<file path="src/wbdec_pkg.sv">
////////////////////////////////////////////////////////////
// Shared bus widths, width types and router states for the
// request side of the single-master decode subsystem
////////////////////////////////////////////////////////////
package wbdec_pkg;

	////////////////////////////////////////////////////////
	// Bus widths
	////////////////////////////////////////////////////////

	// Byte address width
	localparam int ADDR_W = 32;

	// Data word width
	localparam int DATA_W = 32;

	// One select bit per data byte
	localparam int SEL_W = DATA_W / 8;

	////////////////////////////////////////////////////////
	// Width types
	////////////////////////////////////////////////////////

	// Bus address
	typedef logic [ADDR_W-1:0] addr_t;

	// Bus data word, read or write
	typedef logic [DATA_W-1:0] data_t;

	// Byte enables
	typedef logic [SEL_W-1:0] sel_t;

	////////////////////////////////////////////////////////
	// Router FSM
	////////////////////////////////////////////////////////

	// One transaction outstanding at slave level at most
	typedef enum logic [1:0]
	{
		// Nothing outstanding, ready to accept
		RTR_IDLE = 2'd0,
		// Slave strobed, waiting on its acknowledge
		RTR_WAIT = 2'd1,
		// Unmapped address, bus error on the way out
		RTR_ERR  = 2'd2
	} rtr_state_t;

endpackage

</file>
<file path="src/wb_skid.sv">
`timescale 1ns/1ps
////////////////////////////////////////////////////////////
// Skid buffer between the master and the address decoder
// Registers the stall to the master and holds one request
////////////////////////////////////////////////////////////
module wb_skid
(
	input	logic			i_clk,
	input	logic			i_reset,
	// Master request
	input	logic			i_stb,
	input	logic			i_we,
	input	wbdec_pkg::addr_t	i_addr,
	input	wbdec_pkg::data_t	i_data,
	input	wbdec_pkg::sel_t	i_sel,
	output	logic			o_stall,
	// Toward the decoder
	output	logic			o_valid,
	output	logic			o_we,
	output	wbdec_pkg::addr_t	o_addr,
	output	wbdec_pkg::data_t	o_data,
	output	wbdec_pkg::sel_t	o_sel,
	input	logic			i_stall
);

	// Holding register, full while r_valid is set
	logic			r_valid;
	logic			r_we;
	wbdec_pkg::addr_t	r_addr;
	wbdec_pkg::data_t	r_data;
	wbdec_pkg::sel_t	r_sel;

	////////////////////////////////////////////////////////
	// Buffer control
	////////////////////////////////////////////////////////

	// Master only sees a registered stall
	assign o_stall = r_valid;

	always_ff @(posedge i_clk)
	begin
		if (i_reset)
			r_valid <= 1'b0;
		// Passing request blocked downstream, keep it
		else if (i_stb && !r_valid && i_stall)
			r_valid <= 1'b1;
		// Held request taken by the decoder
		else if (!i_stall)
			r_valid <= 1'b0;
	end

	// Payload tracks the master while the buffer is empty
	always_ff @(posedge i_clk)
	begin
		if (!r_valid)
		begin
			r_we   <= i_we;
			r_addr <= i_addr;
			r_data <= i_data;
			r_sel  <= i_sel;
		end
	end

	////////////////////////////////////////////////////////
	// Output select
	////////////////////////////////////////////////////////

	// Held request goes first, else the live one flows through
	assign o_valid = r_valid || i_stb;
	assign o_we    = r_valid ? r_we   : i_we;
	assign o_addr  = r_valid ? r_addr : i_addr;
	assign o_data  = r_valid ? r_data : i_data;
	assign o_sel   = r_valid ? r_sel  : i_sel;

endmodule

</file>
<file path="src/addrdecode.sv">
`timescale 1ns/1ps
////////////////////////////////////////////////////////////
// Address decoder, one-hot slave select with a no-slave bit
// Base and mask per slave, output register optional
////////////////////////////////////////////////////////////
module addrdecode
#(
	parameter int NS = 1,
	parameter logic [NS*wbdec_pkg::ADDR_W-1:0] SLAVE_ADDR = '0,
	parameter logic [NS*wbdec_pkg::ADDR_W-1:0] SLAVE_MASK = '0,
	parameter bit OPT_REGISTERED = 1'b0
)
(
	input	logic			i_clk,
	input	logic			i_reset,
	// Request from the skid buffer
	input	logic			i_valid,
	input	logic			i_we,
	input	wbdec_pkg::addr_t	i_addr,
	input	wbdec_pkg::data_t	i_data,
	input	wbdec_pkg::sel_t	i_sel,
	output	logic			o_stall,
	// Decoded request toward the router
	output	logic			o_valid,
	output	logic	[NS:0]		o_decode,
	output	logic			o_we,
	output	wbdec_pkg::addr_t	o_addr,
	output	wbdec_pkg::data_t	o_data,
	output	wbdec_pkg::sel_t	o_sel,
	input	logic			i_stall
);

	localparam int AW = wbdec_pkg::ADDR_W;

	// Raw match per slave, not yet qualified by valid
	logic	[NS-1:0]	hit;
	// Qualified one-hot decode, top bit for no owner
	logic	[NS:0]		request;

	////////////////////////////////////////////////////////
	// Base and mask compare
	////////////////////////////////////////////////////////

	always_comb
	begin
		for (int i = 0; i < NS; i++)
		begin
			// Only the bits under the mask must agree with the base
			hit[i] = (((i_addr ^ SLAVE_ADDR[i*AW +: AW])
				& SLAVE_MASK[i*AW +: AW]) == '0);
		end
	end

	// Nothing decoded without a request
	assign request = i_valid ? {~|hit, hit} : '0;

	////////////////////////////////////////////////////////
	// Output stage
	////////////////////////////////////////////////////////

	generate
		if (OPT_REGISTERED)
		begin : g_reg
			// Full and blocked downstream
			assign o_stall = o_valid && i_stall;

			always_ff @(posedge i_clk)
			begin
				if (i_reset)
				begin
					o_valid  <= 1'b0;
					o_decode <= '0;
				end
				else if (!o_stall)
				begin
					o_valid  <= i_valid;
					o_decode <= request;
				end
			end

			// Payload moves with the decode, held while stalled
			always_ff @(posedge i_clk)
			begin
				if (!o_stall)
				begin
					o_we   <= i_we;
					o_addr <= i_addr;
					o_data <= i_data;
					o_sel  <= i_sel;
				end
			end
		end
		else
		begin : g_comb
			// Decode in the same cycle, stall straight back
			assign o_stall  = i_stall;
			assign o_valid  = i_valid;
			assign o_decode = request;
			assign o_we     = i_we;
			assign o_addr   = i_addr;
			assign o_data   = i_data;
			assign o_sel    = i_sel;
		end
	endgenerate

endmodule

</file>
<file path="src/wb_slave_router.sv">
`timescale 1ns/1ps
////////////////////////////////////////////////////////////
// Router from the decoder to the slaves, one transaction at
// a time, with the bus error for unmapped addresses
////////////////////////////////////////////////////////////
module wb_slave_router
#(
	parameter int NS = 1
)
(
	input	logic				i_clk,
	input	logic				i_reset,
	// Decoded request
	input	logic				i_valid,
	input	logic	[NS:0]			i_decode,
	input	logic				i_we,
	input	wbdec_pkg::addr_t		i_addr,
	input	wbdec_pkg::data_t		i_data,
	input	wbdec_pkg::sel_t		i_sel,
	output	logic				o_stall,
	// Slave side, strobe per slave, rest shared
	output	logic	[NS-1:0]		o_slv_stb,
	output	logic				o_slv_we,
	output	wbdec_pkg::addr_t		o_slv_addr,
	output	wbdec_pkg::data_t		o_slv_data,
	output	wbdec_pkg::sel_t		o_slv_sel,
	input	logic	[NS-1:0]		i_slv_ack,
	input	wbdec_pkg::data_t [NS-1:0]	i_slv_rdata,
	// Response to the master
	output	logic				o_ack,
	output	logic				o_err,
	output	wbdec_pkg::data_t		o_rdata
);

	localparam int IW = (NS > 1) ? $clog2(NS) : 1;

	wbdec_pkg::rtr_state_t	state;
	// Index of the slave that was strobed
	logic	[IW-1:0]	slv_idx;
	// Index of the slave named by the incoming decode
	logic	[IW-1:0]	req_idx;
	logic			accept;

	// New work only when nothing is outstanding
	assign accept  = i_valid && (state == wbdec_pkg::RTR_IDLE);
	assign o_stall = (state != wbdec_pkg::RTR_IDLE);

	// One-hot to binary
	always_comb
	begin
		req_idx = '0;
		for (int i = 0; i < NS; i++)
		begin
			if (i_decode[i])
				req_idx = IW'(i);
		end
	end

	////////////////////////////////////////////////////////
	// FSM
	////////////////////////////////////////////////////////

	always_ff @(posedge i_clk)
	begin
		if (i_reset)
		begin
			state     <= wbdec_pkg::RTR_IDLE;
			o_slv_stb <= '0;
			o_ack     <= 1'b0;
			o_err     <= 1'b0;
		end
		else
		begin
			// Strobe and responses are single-cycle pulses
			o_slv_stb <= '0;
			o_ack     <= 1'b0;
			o_err     <= 1'b0;
			case (state)
			wbdec_pkg::RTR_IDLE:
				if (accept && i_decode[NS])
				begin
					// No owner, answer with the error ourselves
					state <= wbdec_pkg::RTR_ERR;
					o_err <= 1'b1;
				end
				else if (accept)
				begin
					state     <= wbdec_pkg::RTR_WAIT;
					o_slv_stb <= i_decode[NS-1:0];
				end
			wbdec_pkg::RTR_WAIT:
				// Only the strobed slave can end the wait
				if (i_slv_ack[slv_idx])
				begin
					state <= wbdec_pkg::RTR_IDLE;
					o_ack <= 1'b1;
				end
			wbdec_pkg::RTR_ERR:
				state <= wbdec_pkg::RTR_IDLE;
			default:
				state <= wbdec_pkg::RTR_IDLE;
			endcase
		end
	end

	////////////////////////////////////////////////////////
	// Payload
	////////////////////////////////////////////////////////

	// Capture the request for the slave on acceptance
	always_ff @(posedge i_clk)
	begin
		if (accept)
		begin
			slv_idx    <= req_idx;
			o_slv_we   <= i_we;
			o_slv_addr <= i_addr;
			o_slv_data <= i_data;
			o_slv_sel  <= i_sel;
		end
	end

	// Read data returned alongside o_ack
	always_ff @(posedge i_clk)
	begin
		if ((state == wbdec_pkg::RTR_WAIT) && i_slv_ack[slv_idx])
			o_rdata <= i_slv_rdata[slv_idx];
	end

endmodule

</file>
<file path="src/wb_decode_top.sv">
`timescale 1ns/1ps
////////////////////////////////////////////////////////////
// Request side of the interconnect, skid to decoder to router
// The slave map is set here and passed down
////////////////////////////////////////////////////////////
module wb_decode_top
#(
	parameter int NS = 4,
	// Slave 3 in the top word, slave 0 in the bottom
	parameter logic [NS*wbdec_pkg::ADDR_W-1:0] SLAVE_ADDR = {
		32'h8000_0000, 32'h4000_0000, 32'h1000_0000, 32'h0000_0000 },
	parameter logic [NS*wbdec_pkg::ADDR_W-1:0] SLAVE_MASK = {
		32'hC000_0000, 32'hC000_0000, 32'hF000_0000, 32'hF000_0000 },
	parameter bit OPT_REGISTERED = 1'b1
)
(
	input	logic				i_clk,
	input	logic				i_reset,
	// Master request
	input	logic				i_stb,
	input	logic				i_we,
	input	wbdec_pkg::addr_t		i_addr,
	input	wbdec_pkg::data_t		i_data,
	input	wbdec_pkg::sel_t		i_sel,
	output	logic				o_stall,
	// Slaves
	output	logic	[NS-1:0]		o_slv_stb,
	output	logic				o_slv_we,
	output	wbdec_pkg::addr_t		o_slv_addr,
	output	wbdec_pkg::data_t		o_slv_data,
	output	wbdec_pkg::sel_t		o_slv_sel,
	input	logic	[NS-1:0]		i_slv_ack,
	input	wbdec_pkg::data_t [NS-1:0]	i_slv_rdata,
	// Master response
	output	logic				o_ack,
	output	logic				o_err,
	output	wbdec_pkg::data_t		o_rdata
);

	// Skid to decoder
	logic			skid_valid, skid_we;
	wbdec_pkg::addr_t	skid_addr;
	wbdec_pkg::data_t	skid_data;
	wbdec_pkg::sel_t	skid_sel;
	logic			dec_stall;

	// Decoder to router
	logic			dec_valid, dec_we;
	logic	[NS:0]		dec_decode;
	wbdec_pkg::addr_t	dec_addr;
	wbdec_pkg::data_t	dec_data;
	wbdec_pkg::sel_t	dec_sel;
	logic			rtr_stall;

	wb_skid u_skid (.i_clk, .i_reset, .i_stb, .i_we, .i_addr, .i_data, .i_sel,
		.o_stall, .o_valid(skid_valid), .o_we(skid_we), .o_addr(skid_addr),
		.o_data(skid_data), .o_sel(skid_sel), .i_stall(dec_stall));

	addrdecode #(.NS(NS), .SLAVE_ADDR(SLAVE_ADDR), .SLAVE_MASK(SLAVE_MASK),
		.OPT_REGISTERED(OPT_REGISTERED)) u_dec (.i_clk, .i_reset,
		.i_valid(skid_valid), .i_we(skid_we), .i_addr(skid_addr),
		.i_data(skid_data), .i_sel(skid_sel), .o_stall(dec_stall),
		.o_valid(dec_valid), .o_decode(dec_decode), .o_we(dec_we),
		.o_addr(dec_addr), .o_data(dec_data), .o_sel(dec_sel),
		.i_stall(rtr_stall));

	wb_slave_router #(.NS(NS)) u_rtr (.i_clk, .i_reset, .i_valid(dec_valid),
		.i_decode(dec_decode), .i_we(dec_we), .i_addr(dec_addr),
		.i_data(dec_data), .i_sel(dec_sel), .o_stall(rtr_stall),
		.o_slv_stb, .o_slv_we, .o_slv_addr, .o_slv_data, .o_slv_sel,
		.i_slv_ack, .i_slv_rdata, .o_ack, .o_err, .o_rdata);

endmodule

</file>
<file path="config.mk">
export PLATFORM = sky130hd
export DESIGN_NAME = wb_decode_top
export DESIGN_NICKNAME = d
export VERILOG_FILES = /design/src/wbdec_pkg.sv /design/src/wb_skid.sv /design/src/addrdecode.sv /design/src/wb_slave_router.sv /design/src/wb_decode_top.sv
export SDC_FILE = /design/constraint.sdc
export NUM_CORES = 1
export LEC_CHECK = 0
export BUFFER_PORTS_ARGS = -buffer_cell sky130_fd_sc_hd__buf_2
export CORE_MARGIN = 2
export CORE_UTILIZATION = 30
export DETAILED_ROUTE_END_ITERATION = 7
export PLACE_DENSITY = 0.56
export SYNTH_ARGS = -nofsm -noshare
export SYNTH_HDL_FRONTEND = slang
export SYNTH_SLANG_ARGS = --single-unit
</file>
<file path="constraint.sdc">
create_clock -name i_clk -period 4 [get_ports i_clk]
set_input_delay 0.8 -clock i_clk [delete_from_list [all_inputs] [get_ports i_clk]]
set_output_delay 0.8 -clock i_clk [all_outputs]
set_load 0.05 [all_outputs]
</file>
==> impl_metrics.csv, run 1 <==
group,metric,value,unit
synth,avgSynthCellArea,21.3,sq um
clocking,clock_path_buffers,3,
route,wl,20.3,mm
critical_path,crit_required,3.20,ns
critical_path,cp-end-kind,"output port",
global_routing,grt_pass1_wl,29.3,mm
finish,diodes,0,
clocking,htreeDepth,1,
floorplanning,core.rowCount,62,
clocking,cts_setup_buffers,0,
critical_path,cp-start-kind,"flip-flop",
critical_path,crit_chain,"buf_2",
critical_path,critPathKind,"flip-flop to output port",
timing,fin_worst_skew,0.0117,ns
placed_design,dp_hpwl,14.4,mm
floorplanning,initial_core_util,0.306,
timing,fin_crit,2.50,ns
timing,finalSetupTns,0,ns
floorplanning,die_height,175,um
finish,synthToLayoutAreaGrowth,32.8,%
synth,syn_area,8810,sq um
timing,tightest_slew,0.680,ns
route,drtIter0Drc,215,
timing,setup-violations-final,0,
critical_path,path_delay_family,"flip-flops",
synth,synthCells,414,
global_routing,gr-total-overflow,0,
clocking,cts.sinks,256,
clocking,cts_made_buffers,28,
floorplanning,core,28800,sq um
route,routedWlPerCell,17.6,um
global_routing,antenna_found_initial,2,
power,clockPowerShare,0.418,
synth,syn_nets,621,
clocking,root_buffer,"clkbuf_16",
global_routing,track_usage,0.125,
critical_path,r2r-start,"u_rtr.slv_idx[1]",
power,ir_drop,0.310,mV
power,power_frac_seq,0.496,
finish,layout-drive-gt1-share,0.608,
timing,slew_violations,0,
route,routed_via_density,4.30,
timing,timing.fmax,400,MHz
finish,seq_area,6850,sq um
global_routing,grt_pass1_vias,5190,
clocking,postCtsHoldBufs,0,
power,cellLeakagePower,4.73,nW
placed_design,gp_congestion,0.789,
timing,rsz0062_at_grt,"false",
power,switchingPower,1.37,mW
global_routing,grt_max_degree,73,
critical_path,slowest_delay,0.78,ns
synth,yosysWarningCount,0,
floorplanning,dieArea,30800,sq um
status,status,"completed",
timing,max_slew_margin,0.547,
synth,ys_seq_area_frac,0.777,
clocking,clkTransAtPathRegs,0.06,ns
power,power_frac_comb,0.086,
flow_run,drv_cap,0,
finish,nNetsFinal,952,
floorplanning,die_x,175,um
synth,ys_ff_latch,256,
finish,multi_input_area,1790,sq um
power,p_int,4.76,mW
finish,fillers,2678,
route,drc,0,
hold_path,worstHoldStart,"u_dec.o_addr[9]",
route,vias,4940,
critical_path,crit_buf_inv,1,
timing,hold_viol,0,
clocking,ctsResizeCount,0,
critical_path,cp_max_fo,43,
finish,post-route-util,0.407,
clocking,cts_tree,"done",
power,powerDensity,523,nW/um^2
timing,timing.final.crit_share,0.625,
power,p_sw_frac,0.224,
hold_path,holdCritPathClass,"flip-flop to flip-flop",
critical_path,worst_path_max_delay_cell,"dfxtp_4",
route,first_pass_iters,4,
clocking,insertion_delay,0.53,ns
placed_design,port-buffer-count,311,
route,antenna_left,0,
floorplanning,boundaryPins,312,
synth,yosysUniqueCellTypes,27,
critical_path,startpoint,"u_skid.o_stall",
critical_path,worstPathArrival,1.70,ns
-- metal layers --
| metal | track usage | wire length [um] | vias to the layer above |
|---|---|---|---|
| li1 | - | - | 2283 |
| met1 | 0.127 | 7230 | 2392 |
| met2 | 0.232 | 10300 | 224 |
| met3 | 0.0522 | 2260 | 37 |
| met4 | 0.0344 | 425 | 4 |
| met5 | 0 | 27 | - |
-- power by group through the flow --
stage	clock network [mW]	registers (mW)	logic, mW
after global placement	0	3.09	0.531
final	2.56	3.04	0.526
after floorplan	0	3.27	0.162
after global routing	2.74	3.06	0.561
after CTS	2.66	3.04	0.538
after detailed placement	0	3.10	0.535
-- sequential cells by signal, indices dropped and copies added (netlist names), 2 cells and up --
signal	count
u_rtr.o_slv_data	32
u_skid.r_data	32
u_skid.r_sel	4
u_rtr.o_slv_stb	4
u_dec.o_decode	5
u_rtr.o_slv_addr	32
u_rtr.o_slv_sel	4
u_dec.o_sel	4
u_rtr.state	2
u_dec.o_addr	32
u_rtr.slv_idx	2
u_dec.o_data	32
u_skid.r_addr	32
u_rtr.o_rdata	32
-- cell type report --
cell class	count	area share
clock inverters	12	0.00994
well taps	384	0.0410
clock buffers	39	0.0704
flip-flops and latches	256	0.585
inverters	6	0.00203
multi-input cells	135	0.153
repair buffers	318	0.138
-- synthesized netlist by cell type --
master / count / area [sq um]
a21o_1: 2 / 15.0
a21oi_1: 2 / 10.0
a22o_1: 3 / 26.3
a32o_1: 2 / 20.0
and2_1: 5 / 31.3
and3b_1: 2 / 17.5
buf_12: 3 / 60.1
buf_2: 7 / 35.0
buf_4: 1 / 7.51
buf_6: 5 / 56.3
clkbuf_1: 1 / 3.75
dfxtp_1: 84 / 1680
edfxtp_1: 172 / 5160
ha_1: 3 / 37.5
inv_1: 6 / 22.5
mux2_2: 66 / 743
mux2_4: 1 / 15.0
mux2i_1: 5 / 50.1
mux4_1: 3 / 78.8
mux4_2: 29 / 653
nand2b_1: 1 / 6.26
nor2_1: 4 / 15.0
nor3_1: 1 / 5.00
nor3_2: 2 / 20.0
nor3b_2: 2 / 25.0
o21a_1: 1 / 7.51
or2_2: 1 / 6.26
-- cells in the final DEF, fill, tap and decap left out, drive strengths merged --
master	synthesis	layout
nor3	3	3
nor3b	2	2
or2	1	1
a22o	3	3
mux4	32	32
clkinvlp	0	2
bufinv	0	2
nor2	4	4
buf	16	318
a21o	2	2
edfxtp	172	172
clkinv	0	9
a21oi	2	2
mux2	67	67
o21a	1	1
inv	6	5
and2	5	5
clkbuf	1	39
and3b	2	2
dfxtp	84	84
mux2i	5	5
ha	3	3
a32o	2	2
nand2b	1	1
-- path summary, 6_finish.rpt --
kind / end / slack (ns) / cells after the start
max: o_stall / 1.50 / 1
min: u_rtr.o_slv_addr[9] / 0.41 / 0
max reg2reg: u_rtr.o_rdata[25] / 1.57 / 4
min reg2reg: u_rtr.o_slv_addr[9] / 0.41 / 0
-- cell families (layout without fill, tap and decap cells) --
kind of cell             Yosys count  in the layout  share of synthesized area
AO/OA/AOI/OAI                     10             10                    0.00894
adder cells (fa/ha/maj)            3              3                    0.00426
buffers and inverters             23            375                     0.0210
flip-flops                       256            256                      0.777
multiplexers                     104            104                      0.175
AND/OR/NAND/NOR                   18             18                     0.0143
-- per-stage QoR --
step | instance area, sq um | instances | total power [mW] | worst slack, ns | hold WS [ns]
2_1_floorplan | 8810 | 414 | 3.43 | 0.0529 | 0.400
3_3_place_gp | 10800 | 1099 | 3.62 | 1.47 | 0.401
3_5_place_dp | 10800 | 1099 | 3.63 | 1.42 | 0.405
4_1_cts | 11700 | 1150 | 6.24 | 1.41 | 0.414
5_1_grt | 11700 | 1150 | 6.36 | 1.40 | 0.413
6_report | 11700 | 1150 | 6.13 | 1.50 | 0.412
Power figures use the tool's default switching activity.
==> inputs of run 2 (changes only) <==
ABC_AREA = 1   (was unset)
PLACE_DENSITY = 0.54   (was 0.56)
clock period = 2.6 ns   (was 4 ns; I/O delays follow)
==> run 2 against run 1 <==
Cell area rose by 0.92%. Wire length up 11%. Area after synthesis is 1.7% higher. Hold slack worse by 0.23 ns. Sequential share of layout area fell by 0.55 points. Die area increased by 1.7%. Final cell count up 27%. Critical endpoint unchanged. Highest routed layer unchanged.
==> impl_metrics.csv, run 2 <==
group,metric,value,unit
clocking,postCtsHoldBufs,0,
timing,slew_violations,0,
clocking,clkTransAtPathRegs,0.06,ns
placed_design,port-buffer-count,311,
synth,synth-edff-count,172,
timing,finalSetupTns,0,ns
timing,fin_crit,2.02,ns
route,wl,22.5,mm
synth,synth_ff_type,"edfxtp_1",
global_routing,track_usage,0.137,
finish,final_cells,1456,
critical_path,crit_required,2.08,ns
critical_path,cp_max_fo,24,
clocking,cts.sinks,256,
finish,synthToLayoutAreaGrowth,31.8,%
synth,yosysUniqueCellTypes,24,
clocking,htreeDepth,1,
route,vias,6335,
finish,nNetsFinal,1250,
clocking,ctsResizeCount,0,
placed_design,dp_hpwl,15.9,mm
synth,synth_area_leaders,"edfxtp_1, dfxtp_1, nand2_1, nor2_1, o21ai_0",
flow_run,drv_cap,0,
synth,synth_most_common_cell,"nand2_1",
floorplanning,core,29600,sq um
route,antenna_left,0,
floorplanning,die_height,177,um
timing,setup-violations-final,0,
synth,avgSynthCellArea,12.4,sq um
synth,synth_common_cells,"nand2_1, edfxtp_1, dfxtp_1, nor2_1, o21ai_0",
synth,ys_seq_area_frac,0.763,
floorplanning,boundaryPins,312,
floorplanning,initial_core_util,0.303,
hold_path,holdCritPathClass,"primary input to flip-flop",
timing,timing.fmax,495,MHz
route,routed_via_density,4.35,
critical_path,cp-end-kind,"output port",
finish,final_common_cell,"buf_2",
route,routedWlPerCell,15.5,um
timing,hold_viol,0,
critical_path,worstPathArrival,1.50,ns
critical_path,cp-start-kind,"flip-flop",
timing,fin_worst_skew,0.0135,ns
route,first_pass_iters,4,
synth,async_flop_share,0,
clocking,cts_made_buffers,27,
clocking,root_buffer,"clkbuf_16",
synth,synthCells,726,
power,ir_drop,0.537,mV
global_routing,grt_max_degree,65,
placed_design,gp_congestion,0.758,
synth,ys_ff_latch,256,
timing,timing.final.crit_share,0.777,
global_routing,grt_pass1_wl,33.4,mm
finish,layout-drive-gt1-share,0.356,
status,status,"completed",
finish,fillers,2873,
finish,post-route-util,0.400,
finish,most-common-layout-cells,"buf_2, nand2_1, edfxtp_1",
synth,syn_area,8970,sq um
timing,rsz0062_at_grt,"false",
clocking,clock_path_buffers,3,
floorplanning,core.rowCount,63,
power,cellLeakagePower,5.13,nW
placed_design,dp_cells,1404,
floorplanning,die_x,177,um
synth,yosysWarningCount,0,
synth,synth_top_area_cell,"edfxtp_1",
floorplanning,dieArea,31300,sq um
route,drc,0,
clocking,cts_setup_buffers,0,
clocking,cts_tree,"done",
timing,max_slew_margin,0.570,
synth,syn_nets,933,
global_routing,gr-total-overflow,0,
synth,synth_top_area_frac,0.576,
power,powerDensity,790,nW/um^2
global_routing,grt_pass1_vias,6215,
route,drtIter0Drc,276,
clocking,insertion_delay,0.54,ns
global_routing,antenna_found_initial,4,
timing,tightest_slew,0.645,ns
critical_path,critPathKind,"flip-flop to output port",
-- run 2: changes by cell type after synthesis, sizes merged, moves of 10 or more --
| cell | delta |
|---|---|
| nand3 | +10 |
| mux4 | -32 |
| o21ai | +67 |
| o22ai | +32 |
| inv | +10 |
| buf | +14 |
| mux2 | -67 |
| nor2 | +76 |
| nand2 | +220 |
-- run 2: metal layers --
metal	GRT usage	wire, um	vias to the layer above
met4	0.0434	645	4
met2	0.239	10700	261
met5	0	23	-
li1	-	-	3118
met3	0.0509	2370	47
met1	0.155	8750	2905
-- run 2: worst paths after layout --
kind              cells after the start             start                  end  slack, ns
setup reg to reg                      4  u_rtr.slv_idx[0]    u_rtr.o_rdata[24]       0.86
hold / removal                        3          i_sel[3]      u_skid.r_sel[3]       0.18
hold reg to reg                       0   u_dec.o_data[7]  u_rtr.o_slv_data[7]       0.41
setup / recovery                      2    u_skid.o_stall              o_stall       0.58
-- run 2: layout make-up --
class,count,area (sq um),share of cell area
Sequential cell,256,6850,0.580
Tap cell,390,488,0.0413
Antenna cell,2,5.00,0.000424
Inverter,16,61.3,0.00519
Clock inverter,7,125,0.0106
Clock buffer,43,766,0.0648
Multi-Input combinational cell,418,1830,0.155
Timing Repair Buffer,324,1690,0.143
-- run 2: kinds of logic after synthesis --
family | synth area share
and+or+nand+nor | 0.137
AOI/OAI and AO/OA | 0.0617
DFF | 0.763
adders and majority gates | 0.00419
buffers and inverters | 0.0338
-- run 2: power breakdown --
group	internal [mW]	switching, mW	total [mW]
sequential	4.62	0.0619	4.68
clock	2.32	1.51	3.83
combinational	0.247	0.581	0.828
-- run 2: through the flow --
step	total power, mW	setup WS (ns)	hold slack, ns	cell area (sq um)
CTS	9.50	0.512	0.158	11800
global placement	5.60	0.912	0.400	10900
finish	9.34	0.581	0.184	11800
global route	9.73	0.481	0.175	11800
floorplan	5.28	0.000568	0.400	8970
detailed placement	5.61	0.906	0.405	10900
-- run 2: worst max-delay path, stage by stage, from the launching register on --
cell and delay [ns]:
dfxtp_2 0.33, buf_4 0.30, buf_2 0.34
==> inputs of run 3 (changes only) <==
ABC_AREA = 0   (was 1)
clock period = 1.9 ns   (was 2.6 ns; I/O delays follow)
==> run 3 against run 2 <==
Final cell count decreased by 20%. Register-to-register slack got worse by 0.60 ns. Sequential power increased by 37%. Cell area increased by 0.84%.
==> impl_metrics.csv, run 3 (same netlist as run 1, synthesis figures left out) <==
group,metric,value,unit
power,powerDensity,1100,nW/um^2
route,vias,4979,
critical_path,cp-start-kind,"flip-flop",
finish,diodes,0,
finish,most-common-layout-cells,"buf_2, edfxtp_1, dfxtp_1",
route,wl,20.9,mm
power,cellLeakagePower,4.82,nW
timing,fin_crit,1.71,ns
timing,hold_viol,0,
global_routing,grt_pass1_wl,30.5,mm
route,routedWlPerCell,18.0,um
placed_design,port-buffer-count,311,
finish,nNetsFinal,962,
critical_path,worst_path_max_delay_cell,"dfxtp_4",
clocking,htreeDepth,1,
clocking,clock_path_buffers,3,
timing,slew_violations,0,
clocking,cts.sinks,256,
floorplanning,die_height,175,um
clocking,cts_made_buffers,28,
critical_path,worstPathArrival,1.33,ns
timing,timing.hold.ws,0.0749,ns
timing,timing.final.crit_share,0.900,
route,drc,0,
finish,synthToLayoutAreaGrowth,35.2,%
power,ir_drop,0.679,mV
status,status,"completed",
floorplanning,die_x,175,um
floorplanning,core.rowCount,62,
flow_run,drv_cap,0,
critical_path,crit_chain,"buf_16, buf_4",
critical_path,critPathKind,"flip-flop to output port",
timing,setup-violations-final,0,
timing,fin_worst_skew,0.0101,ns
global_routing,grt_max_degree,41,
hold_path,holdCritPathClass,"primary input to flip-flop",
timing,timing.fmax,585,MHz
floorplanning,core,28800,sq um
timing,fin_ws,0.190,ns
clocking,insertion_delay,0.54,ns
global_routing,track_usage,0.130,
critical_path,cp_max_fo,23,
placed_design,dp_hpwl,14.7,mm
clocking,root_buffer,"clkbuf_16",
critical_path,cp-end-kind,"output port",
timing,rsz0062_at_grt,"false",
route,antenna_left,0,
placed_design,gp_congestion,0.760,
critical_path,crit_required,1.52,ns
clocking,cts_tree,"done",
clocking,clkTransAtPathRegs,0.06,ns
floorplanning,boundaryPins,312,
global_routing,gr-total-overflow,0,
timing,finalSetupTns,0,ns
floorplanning,initial_core_util,0.306,
critical_path,slowest_delay,0.38,ns
finish,fillers,2736,
route,routed_via_density,4.29,
global_routing,grt_pass1_vias,5218,
placed_design,pre_cts_slack,0.254,ns
finish,post-route-util,0.414,
global_routing,antenna_found_initial,0,
route,drtIter0Drc,194,
finish,final_common_cell,"buf_2",
timing,max_slew_margin,0.714,
timing,tightest_slew,0.429,ns
route,first_pass_iters,4,
finish,layout-drive-gt1-share,0.613,
floorplanning,dieArea,30800,sq um
## run 3: cell types whose count changed in the layout (fill, tap and decap cells not counted), sizes merged, moves of 6 or more
cell and change:
o21ai -67, clkbuf -6, nand3 -10, mux4 +32, inv -11, o22ai -32, mux2 +67, nor2 -76
nand2 -220
## run 3: per-stage QoR
stage	power, mW	area [sq um]	instances
2_1_floorplan	7.23	8840	414
5_1_grt	13.6	11900	1161
4_1_cts	13.3	11900	1160
3_3_place_gp	7.66	10900	1107
6_report	13.1	11900	1161
3_5_place_dp	7.67	10900	1107
## run 3: critical path: cells and delay by family, from the launching register on
| family | cells | cell delay (ns) |
|---|---|---|
| buf+inv | 2 | 0.41 |
| flops | 1 | 0.38 |
## run 3: cell type report
cell class | instances | area, sq um | area share
clock buffers | 37 | 744 | 0.0625
clock inverters | 15 | 213 | 0.0179
inverters | 6 | 26.3 | 0.00221
multi-input cells | 135 | 1800 | 0.151
flip-flops and latches | 256 | 6850 | 0.575
well taps | 384 | 480 | 0.0403
repair buffers | 328 | 1790 | 0.151
## run 3: routing by layer
| layer | vias to the layer above | wire [um] | track usage |
|---|---|---|---|
| met3 | 37 | 2180 | 0.0506 |
| met5 | - | 0 | 0 |
| met4 | 0 | 566 | 0.0396 |
| met1 | 2402 | 7400 | 0.138 |
| li1 | 2307 | - | - |
| met2 | 233 | 10800 | 0.238 |
## run 3: path summary, 6_finish.rpt
check / end / slack [ns] / startpoint / depth (start not counted)
worst max-delay path: o_stall / 0.19 / u_skid.o_stall / 2
worst min-delay path: u_skid.r_addr[7] / 0.07 / i_addr[7] / 2
worst max register to register: u_rtr.o_rdata[10] / 0.26 / u_rtr.slv_idx[0] / 4
worst min register to register: u_rtr.o_slv_data[24] / 0.41 / u_dec.o_data[24] / 0
## run 3: power by group
part	total [mW]	leakage [nW]	internal [mW]	switching [mW]
Sequential	6.39	2.39	6.31	0.0757
Combinational	1.15	1.97	0.437	0.710
Clock	5.59	0.460	3.43	2.16
## run 3: timing repair
item                       CTS  global route
setup endpoints to repair    1             1
cloned                       1             0
hold buffers                 0             0
setup buffers                0             1
gates resized for setup      2             0
